===== src/verilog/apb_event_settings.svh =====
`ifndef APB_EVENT_SETTINGS_SVH
`define APB_EVENT_SETTINGS_SVH

// Target address of each event source
`define APB_EVENT_ADDR_A 32'h1000_1000
`define APB_EVENT_ADDR_B 32'h2000_2000
`define APB_EVENT_ADDR_C 32'h3000_3000

// Added to the write data once per completed transfer
`define APB_EVENT_DATA_STEP 32'hDEAD_CAFE

// Event records held between capture and the bus master
// Any depth of two or more works
`define APB_EVENT_FIFO_DEPTH 4

`endif

===== src/verilog/apb_event_pkg.sv =====
package apb_event_pkg;

  // Source event with a at the highest priority
  typedef enum logic [1:0] {
    EV_A = 2'd0,
    EV_B = 2'd1,
    EV_C = 2'd2
  } event_id_e;

  // Bus master sequence
  typedef enum logic [1:0] {
    ST_IDLE   = 2'd0,
    ST_SETUP  = 2'd1,
    ST_ACCESS = 2'd2
  } apb_state_e;

  // One queued event as held in the FIFO
  typedef struct packed {
    event_id_e id;
  } event_rec_t;

  // 67-bit APB request side toward the slave
  typedef struct packed {
    logic        psel;
    logic        penable;
    logic        pwrite;
    logic [31:0] paddr;
    logic [31:0] pwdata;
  } apb_req_t;

endpackage


===== src/verilog/apb_event_bridge.sv =====
`timescale 1ns/1ps

`include "apb_event_settings.svh"

module apb_event_bridge (
  input  logic                    clk,
  input  logic                    rst,
  input  logic                    event_a_i,
  input  logic                    event_b_i,
  input  logic                    event_c_i,
  input  logic                    pready_i,
  output apb_event_pkg::apb_req_t apb_o
);

  import apb_event_pkg::*;

  // Capture to FIFO
  logic       push;
  event_rec_t push_rec;
  logic       full;

  // FIFO to bus master
  logic       pop;
  event_rec_t pop_rec;
  logic       empty;

  event_capture i_event_capture (
    .clk        (clk),
    .rst        (rst),
    .event_a_i  (event_a_i),
    .event_b_i  (event_b_i),
    .event_c_i  (event_c_i),
    .full_i     (full),
    .push_o     (push),
    .push_rec_o (push_rec)
  );

  event_fifo #(
    .DEPTH (`APB_EVENT_FIFO_DEPTH)
  ) i_event_fifo (
    .clk        (clk),
    .rst        (rst),
    .push_i     (push),
    .push_rec_i (push_rec),
    .pop_i      (pop),
    .full_o     (full),
    .empty_o    (empty),
    .pop_rec_o  (pop_rec)
  );

  apb_write_master i_apb_write_master (
    .clk       (clk),
    .rst       (rst),
    .empty_i   (empty),
    .pop_rec_i (pop_rec),
    .pop_o     (pop),
    .pready_i  (pready_i),
    .apb_o     (apb_o)
  );

endmodule


===== src/verilog/apb_write_master.sv =====
`timescale 1ns/1ps

`include "apb_event_settings.svh"

module apb_write_master (
  input  logic                      clk,
  input  logic                      rst,
  input  logic                      empty_i,
  input  apb_event_pkg::event_rec_t pop_rec_i,
  output logic                      pop_o,
  input  logic                      pready_i,
  output apb_event_pkg::apb_req_t   apb_o
);

  import apb_event_pkg::*;

  apb_state_e  state_q;
  apb_state_e  state_nxt;

  // Running write data bumped once per finished transfer
  logic [31:0] data_q;
  logic [31:0] data_nxt;

  // Address and data held for the whole transfer
  logic [31:0] paddr_q;
  logic [31:0] pwdata_q;

  logic [31:0] rec_addr;
  logic        done;

  // Event ID to slave address
  always_comb begin
    case (pop_rec_i.id)
      EV_A:    rec_addr = `APB_EVENT_ADDR_A;
      EV_B:    rec_addr = `APB_EVENT_ADDR_B;
      default: rec_addr = `APB_EVENT_ADDR_C;
    endcase
  end

  // Transfer ends on the first ready edge in ACCESS
  assign done     = (state_q == ST_ACCESS) && pready_i;
  assign data_nxt = done ? data_q + `APB_EVENT_DATA_STEP : data_q;

  always_comb begin
    state_nxt = state_q;
    pop_o     = 1'b0;
    case (state_q)
      ST_IDLE: begin
        if (!empty_i) begin
          pop_o     = 1'b1;
          state_nxt = ST_SETUP;
        end
      end
      // Exactly one cycle
      ST_SETUP: begin
        state_nxt = ST_ACCESS;
      end
      ST_ACCESS: begin
        if (pready_i) begin
          // Back to back when more records wait
          if (!empty_i) begin
            pop_o     = 1'b1;
            state_nxt = ST_SETUP;
          end else begin
            state_nxt = ST_IDLE;
          end
        end
      end
      default: begin
        state_nxt = ST_IDLE;
      end
    endcase
  end

  always_ff @(posedge clk or negedge rst) begin
    if (!rst) begin
      state_q  <= ST_IDLE;
      data_q   <= '0;
      paddr_q  <= '0;
      pwdata_q <= '0;
    end else begin
      state_q <= state_nxt;
      data_q  <= data_nxt;
      // Load on the pop edge, so SETUP already shows the new values
      // data_nxt covers the back to back case where data_q moves too
      if (pop_o) begin
        paddr_q  <= rec_addr;
        pwdata_q <= data_nxt;
      end
    end
  end

  // Bus strobes decoded from the state register
  always_comb begin
    apb_o.psel    = (state_q != ST_IDLE);
    apb_o.penable = (state_q == ST_ACCESS);
    apb_o.pwrite  = (state_q != ST_IDLE);
    apb_o.paddr   = paddr_q;
    apb_o.pwdata  = pwdata_q;
  end

  // Address and data frozen until the transfer completes
  a_stable_payload: assert property (
    @(posedge clk) disable iff (!rst)
    (apb_o.psel && !(apb_o.penable && pready_i))
      |=> $stable(apb_o.paddr) && $stable(apb_o.pwdata)
  ) else $error("APB address or data changed mid transfer");

endmodule


===== src/verilog/event_fifo.sv =====
`timescale 1ns/1ps

`include "apb_event_settings.svh"

module event_fifo #(
  parameter int DEPTH = `APB_EVENT_FIFO_DEPTH
) (
  input  logic                      clk,
  input  logic                      rst,
  input  logic                      push_i,
  input  apb_event_pkg::event_rec_t push_rec_i,
  input  logic                      pop_i,
  output logic                      full_o,
  output logic                      empty_o,
  output apb_event_pkg::event_rec_t pop_rec_o
);

  import apb_event_pkg::*;

  localparam int PTR_W = (DEPTH > 1) ? $clog2(DEPTH) : 1;
  localparam int CNT_W = $clog2(DEPTH + 1);

  // Record storage
  event_rec_t mem [DEPTH];

  logic [PTR_W-1:0] wr_ptr_q;
  logic [PTR_W-1:0] rd_ptr_q;
  logic [CNT_W-1:0] count_q;

  // Levels straight from the occupancy count
  assign full_o  = (count_q == CNT_W'(DEPTH));
  assign empty_o = (count_q == '0);

  // Head word is valid while not empty
  assign pop_rec_o = mem[rd_ptr_q];

  always_ff @(posedge clk) begin
    if (push_i) begin
      mem[wr_ptr_q] <= push_rec_i;
    end
  end

  // Pointers wrap at DEPTH, so depth need not be a power of two
  always_ff @(posedge clk or negedge rst) begin
    if (!rst) begin
      wr_ptr_q <= '0;
      rd_ptr_q <= '0;
      count_q  <= '0;
    end else begin
      if (push_i) begin
        wr_ptr_q <= (wr_ptr_q == PTR_W'(DEPTH - 1)) ? '0 : wr_ptr_q + 1'b1;
      end
      if (pop_i) begin
        rd_ptr_q <= (rd_ptr_q == PTR_W'(DEPTH - 1)) ? '0 : rd_ptr_q + 1'b1;
      end
      // Push and pop together leave the count alone
      case ({push_i, pop_i})
        2'b10:   count_q <= count_q + 1'b1;
        2'b01:   count_q <= count_q - 1'b1;
        default: count_q <= count_q;
      endcase
    end
  end

  // Upstream must respect the full level
  a_no_overflow: assert property (
    @(posedge clk) disable iff (!rst)
    push_i |-> !full_o
  ) else $error("event_fifo push while full");

  // Downstream must respect the empty level
  a_no_underflow: assert property (
    @(posedge clk) disable iff (!rst)
    pop_i |-> !empty_o
  ) else $error("event_fifo pop while empty");

endmodule


===== src/verilog/event_capture.sv =====
`timescale 1ns/1ps

module event_capture (
  input  logic                     clk,
  input  logic                     rst,
  input  logic                     event_a_i,
  input  logic                     event_b_i,
  input  logic                     event_c_i,
  input  logic                     full_i,
  output logic                     push_o,
  output apb_event_pkg::event_rec_t push_rec_o
);

  import apb_event_pkg::*;

  // Bit 0 is event a, bit 2 is event c
  logic [2:0] pending_q;
  logic [2:0] pending_nxt;
  logic [2:0] grant;
  logic [2:0] clear;

  // Pick the highest-priority pending event
  always_comb begin
    grant         = 3'b000;
    push_rec_o.id = EV_C;
    if (pending_q[0]) begin
      grant         = 3'b001;
      push_rec_o.id = EV_A;
    end else if (pending_q[1]) begin
      grant         = 3'b010;
      push_rec_o.id = EV_B;
    end else if (pending_q[2]) begin
      grant         = 3'b100;
      push_rec_o.id = EV_C;
    end
  end

  // Forward only while the queue has room
  assign push_o = (|pending_q) && !full_i;

  // Pushed bit drops on the write edge
  assign clear = push_o ? grant : 3'b000;

  // A new pulse wins over the clear, so nothing is lost on that edge
  // Repeats of a bit still pending simply merge
  assign pending_nxt = (pending_q & ~clear) | {event_c_i, event_b_i, event_a_i};

  always_ff @(posedge clk or negedge rst) begin
    if (!rst) begin
      pending_q <= 3'b000;
    end else begin
      pending_q <= pending_nxt;
    end
  end

endmodule


===== config.mk =====
export PLATFORM = sky130hd
export DESIGN_NAME = apb_event_bridge
export DESIGN_NICKNAME = d
export VERILOG_FILES = /design/src/verilog/apb_event_pkg.sv /design/src/verilog/apb_event_bridge.sv /design/src/verilog/apb_write_master.sv /design/src/verilog/event_fifo.sv /design/src/verilog/event_capture.sv
export VERILOG_INCLUDE_DIRS = /design/src /design/src/verilog
export SDC_FILE = /design/constraint.sdc
export NUM_CORES = 1
export LEC_CHECK = 0
export ABC_AREA = 1
export BUFFER_PORTS_ARGS = -buffer_cell sky130_fd_sc_hd__buf_4
export CAP_MARGIN = 20
export CORE_UTILIZATION = 40
export CTS_BUF_LIST = sky130_fd_sc_hd__clkbuf_4 sky130_fd_sc_hd__clkbuf_8
export CTS_CLUSTER_SIZE = 10
export DETAILED_ROUTE_END_ITERATION = 12
export PLACE_DENSITY = 0.67
export SLEW_MARGIN = 20
export SYNTH_ARGS = -nofsm -noshare
export SYNTH_HDL_FRONTEND = slang
export SYNTH_SLANG_ARGS = --single-unit

===== constraint.sdc =====
create_clock -name clk -period 2.94 [get_ports clk]
set_input_delay 0.441 -clock clk [delete_from_list [all_inputs] [get_ports clk]]
set_output_delay 0.441 -clock clk [all_outputs]
set_load 0.02 [all_outputs]

**Word-level counts from Yosys, hierarchy flattened**

Memory sizes are Yosys's and may differ from the RTL's.
Cells that the tools add are included.

- Word-level logic and storage cells: 57
- Memories: 1
- Memory bits (writable): 8
- Output and inout bits: 67
- Input port bits: 6
- Bits in registers: 108

- $add $sub $neg: 5
- Reductions and logical operators: 10
- Bitwise operators: 3
- Muxes and demuxes: 20
- Equal/unequal tests: 10

Memory list:

| name | depth | width | rd ports | clocked after Yosys merged registers in | wr ports | line | source |
|---|---|---|---|---|---|---|---|
| i_event_fifo.mem | 4 | 2 | 1 | 0 | 1 | event_fifo.sv:24 | `event_rec_t mem [DEPTH];` |

Operators with widths:

| cell | number |
|---|---|
| $pmux 30 s2 | 1 |
| $add 32x32->32 const B | 1 |
| $mux 32 | 1 |
| $mux 2 | 6 |
| $mux 3 | 4 |
| $eq 2x2->1 const B | 4 |
| $eq 2x1->1 const B | 3 |
| $pmux 2 s3 | 1 |
| $pmux 3 s2 | 1 |
| $mux 1 | 5 |
| $add 2x1->2 const B | 2 |
| $logic_not 2->1 | 2 |
| $ne 2x2->1 const B | 2 |
| $reduce_bool 2->1 | 2 |
| $add 3x1->3 const B | 1 |
| $and 3x3->3 | 1 |
| $eq 3x3->1 const B | 1 |
| $logic_not 3->1 | 1 |
| $not 3->3 | 1 |
| $or 3x3->3 | 1 |
| $reduce_or 3->1 | 1 |
| $sub 3x1->3 const B | 1 |
| $logic_and 1x1->1 | 2 |
| $pmux 1 s2 | 1 |
| other kinds (2) | 2 |

**Depth between registers and ports, before layout**

- Depth in word-level cells: 7
- Mapped depth: 13
- Depth with buffers taken out: 13

**Modules after synthesis**

From an unflattened synthesis, not the netlist that was laid out.

- Cell total of the unflattened synthesis: 638
- Area total of the unflattened synthesis: 4698.3 sq um

Modules (own cells, without submodules):

| module | area an instance (sq um) | instances | sequential area each (sq um) | cells each |
|---|---|---|---|---|
| apb_write_master | 3799.9 | 1 | 1651.6 | 544 |
| event_fifo | 754.5 | 1 | 415.4 | 77 |
| event_capture | 143.9 | 1 | 75.1 | 17 |

**Worst setup path after synthesis**

Ideal clock, no wire load.

- Path kind: register -> register
- From: register i_apb_write_master.state_q[1]
- To: register i_event_fifo.count_q[2]
- Setup slack: 0.824 ns
- Library setup time: 0.124 ns
- Clock period less this slack: 2.116 ns
- Data arrival time: 1.992 ns
- Required time: 2.816 ns
- Cell stages (with the launch flop): 12
- Path buffers: 2
- Cell sequence: dfrtp_1 > inv_1 > o21ai_1 > nor2_1 > buf_2 > buf_2 > ha_1 > inv_1 > fa_1 > a21oi_1 > o21ai_0 > xnor2_1

- Word-level cells in the longest chain between the ends: 4
- Elaborated cells between the ends (all ways): 7
- Those cells by class: eq/ne: 3; mux: 2; reduce/logical: 2

Ends and longest elaborated chain:

| what | line | source |
|---|---|---|
| start, declared | apb_write_master.sv:17 | `apb_state_e state_q;` |
| start signal, assigned | apb_write_master.sv:82 | `state_q <= state_nxt;` |
| $eq 2x2->1 or $logic_not 2->1 (tied branches) | apb_write_master.sv:47 | `case (state_q)` |
| $pmux 1 s2 * | apb_write_master.sv:47 |  |
| via i_apb_write_master.pop_o | apb_write_master.sv:10 | `output logic pop_o,` |
| $eq 2x1->1 or $eq 2x2->1 (tied branches) | event_fifo.sv:57 | `case ({push_i, pop_i})` |
| $pmux 3 s2 or $reduce_bool 2->1 (tied branches) | -- |  |
| end signal, assigned | event_fifo.sv:58 | `2'b10: count_q <= count_q + 1'b1;` |
| end signal, assigned | event_fifo.sv:59 | `2'b01: count_q <= count_q - 1'b1;` |
| end signal, assigned | event_fifo.sv:60 | `default: count_q <= count_q;` |
| end, declared | event_fifo.sv:28 | `logic [CNT_W-1:0] count_q;` |

Mark *: on every way through the listed nets, which the timed path passes. The rest lies on a longest branch.
A chain may end at the register's enable or synchronous reset.

**Worst setup path after layout**

- From: register i_event_capture.pending_q[0]
- To: register i_event_fifo.count_q[2]

- Word-level cells in the longest chain between the ends: 4
- Elaborated cells between the ends (all ways): 6
- Those cells by class: eq/ne: 2; mux: 1; reduce/logical: 3

Ends and longest elaborated chain:

| what | line | source |
|---|---|---|
| start, declared | event_capture.sv:17 | `logic [2:0] pending_q;` |
| start signal, assigned | event_capture.sv:52 | `pending_q <= pending_nxt;` |
| $reduce_or 3->1 * | event_capture.sv:39 | `assign push_o = (\|pending_q) && !full_i;` |
| $logic_and 1x1->1 * | event_capture.sv:39 |  |
| $eq 2x1->1 or $eq 2x2->1 (tied branches) | event_fifo.sv:57 |  |
| $pmux 3 s2 or $reduce_bool 2->1 (tied branches) | -- |  |

Mark *: on every way between the ends. The rest lies on a longest branch, timed or not.

==> metrics <==
Core ar. 11400 um^2; Max Clock Freq around 0.47 GHz; crit path launch i_event_capture.pending_q[0]; Area Growth Syn to Fin 11.1%; sequential share of the synthesized area between 40% and 50%; Max Transition Viols Final 0; Crit-path slowest cell dfrtp_1; H-tree depth 3; Detail Placement HPWL between 7000 and 8000 um; number of antenna-violating nets in the routed design 0; Lkg Pwr ~2.7 nW; final setup vio count 0; required time worst endpoint roughly 3200 ps; Final GP Congestion between 0.9 and 1; nets about 680; Total GRT Usage between 10% and 20%; DRC Markers 0; ranking of synthesized cells by area dfrtp_1 40%, nand2_1 17%, inv_1 6.0%; number of synthesized flops with an enable pin 8; Max Buffers Root-to-Sink 2; r2r setup slk between 800 and 900 ps; final setup TNS 0 ps; skew final roughly 12 ps; Worst-path clk slew ~90 ps; FF-to-FF Start i_event_capture.pending_q[0]; min-delay worst type in -> async; Worst-Margin Slew ~950 ps; Main synth FF type dfrtp_1; clk sink count 84; post-CTS resize count 0; crit path launch type flip-flop; DIE HEIGHT 110 um; antenna violations before repair 0; number of CTS-inserted buffers 9; row cnt 39; CP endpoint kind flip-flop; drt via density approximately 4.7; Die ar. ~12000 um^2; drt first pass iters 5; largest incremental delay on the critical path ~400 ps; Worst-Skew Late Latency roughly 380 ps; most used cell, CP nand2_1; pin count of the biggest net entering global routing 77; distinct cell type count after synthesis 39; first-pass GRT wire length 17000 um; Cell Area, Synth roughly 4700 um^2; r2r worst-path depth 9; max_cap viols 0; Avg WL per Cell 12.2 um; #FFs+latches synth 84; Total Wirelength 9880 um; gr ovfl total 0; DR iter-0 viols roughly 180; Post-CTS Setup Inserts 0; TritonCTS clock tree built; Post-Syn Instances ~620; CP Max Fanout 6; run status finished clean; ant diodes 0; vias in the first global route roughly 3700; hold buffer count at cts 0; Hold Fails Final Rpt 0; Final Core Density 45.8%; RSZ-0062 raised after global routing no; Synth top area share 40.4%; Inst Count DP about 790; post-synth top area cell dfrtp_1; Ys Warns 0; layout cells sized above 1 between 10% and 20%; Non-Filler Instances 810; Die Span X around 110 um; crit share post-route between 70 and 80%; number of port buffers between 40 and 50; Clock Tree Root clkbuf_8; Avg Cell Area, Syn approximately 7.6 um^2; ys async rst share between 90% and 100%; CP cell instances nor2_1 > nand2_1 > nand2_1 > ha_1 > inv_1 > fa_1 > a21oi_1 > o21ai_0 > xnor2_1; maximum VDD drop between 1000 and 1500 uV; Setup Crit Path Kind reg -> reg; Power Dens Cells between 1000 and 1500 nW/um^2; initial core utilization approximately two fifths; relative slew slack between 30% and 40%; I/O pin count 73; Tmin final around 2100 ps; WP data arrival 2410 ps; total number of vias 3775
state kept, by name, indices dropped and copies added (netlist names):
name	cells
i_apb_write_master.state_q	2
i_apb_write_master.data_q	31
i_event_fifo.count_q	3
i_event_fifo.mem	8
i_event_fifo.rd_ptr_q	2
i_apb_write_master.pwdata_q	31
i_event_capture.pending_q	3
i_apb_write_master.paddr_q	2
i_event_fifo.wr_ptr_q	2
power breakdown:
part           total (W)  switching, W  leakage, nW  internal, W
registers        0.00219      0.000447        0.972      0.00175
clock network   0.000835      0.000421       0.0966     0.000414
logic            0.00310       0.00203         1.64      0.00107
cells in the mapped netlist (3+ instances only):
master and n:
nand2_1 219, edfxtp_1 8, a21oi_1 12, and2_1 5, nor2_1 41, ha_1 7, nor2_2 8, xnor2_1 3
inv_2 6, o21ai_1 5, xor2_1 10, nor3_1 9, clkbuf_1 3, dfrtp_1 76, o21ai_0 17, nand3_1 43
buf_4 33, nand2_2 8, inv_1 75, buf_2 5, nand4_1 7
through the flow:
step           instance area, um^2  setup slack [ps]  power (W)  hold WS [ps]
2_1_floorplan                 4810               824    0.00442           145
3_3_place_gp                  5020               983    0.00525           464
3_5_place_dp                  5020               834    0.00534           469
4_1_cts                       5230               829    0.00620           232
5_1_grt                       5230               619    0.00671           236
6_report                      5230               802    0.00612           216
cell type report:
type | instances | area (um^2)
clock buffer | 11 | 139
tap | 143 | 179
sequential | 84 | 2140
multi-input combinational | 440 | 2060
fill | 1197 | 6190
clock inverter | 5 | 62.6
inverter | 83 | 317
timing repair buffer | 44 | 330
cell families after synthesis:
kind of cell               after synthesis  share of synthesized area, %
and+or+nand+nor                        347                          31.5
buffers and inverters                  125                          13.0
AOI/OAI and AO/OA                       43                          5.19
other                                    1                        0.0798
xor gates and xnor gates                13                          2.42
adders and majority gates                8                          2.29
DFF                                     84                          45.6
layout by cell type (no fill, tap or decap), drive strengths merged, types with 11 or more instances in the layout:
master | Yosys | routed
nand2 | 228 | 228
nor2 | 50 | 50
nor3 | 11 | 11
inv | 81 | 81
clkbuf | 3 | 11
a21oi | 12 | 12
o21ai | 24 | 24
buf | 39 | 44
conb | 1 | 29
dfrtp | 76 | 76
nand3 | 43 | 43
layer usage:
metal / track usage (%) / part of all wire [%]
met2: 28.6 / 48
met1: 22.3 / 46
met5: 0 / 0
met3: 5.16 / 4.1
met4: 4.89 / 1.1
path summary, 6_finish.rpt:
kind,to
min reg2reg,i_apb_write_master.pwdata_q[20]
min in group clk,i_event_capture.pending_q[2]
max reg2reg,i_event_fifo.count_q[2]
max,i_event_fifo.count_q[2]
max in group asynchronous,i_event_fifo.wr_ptr_q[1]
min,i_apb_write_master.data_q[18]
critical path, delay by kind of cell (launching register included):
| kind | cells | cell delay, ps |
|---|---|---|
| compound gates | 2 | 290 |
| xor+xnor | 1 | 140 |
| fa+ha+maj | 2 | 570 |
| buf+inv | 1 | 70 |
| flops | 1 | 400 |
| simple gates | 3 | 570 |
No activity file was read; power rests on OpenSTA's default activity.
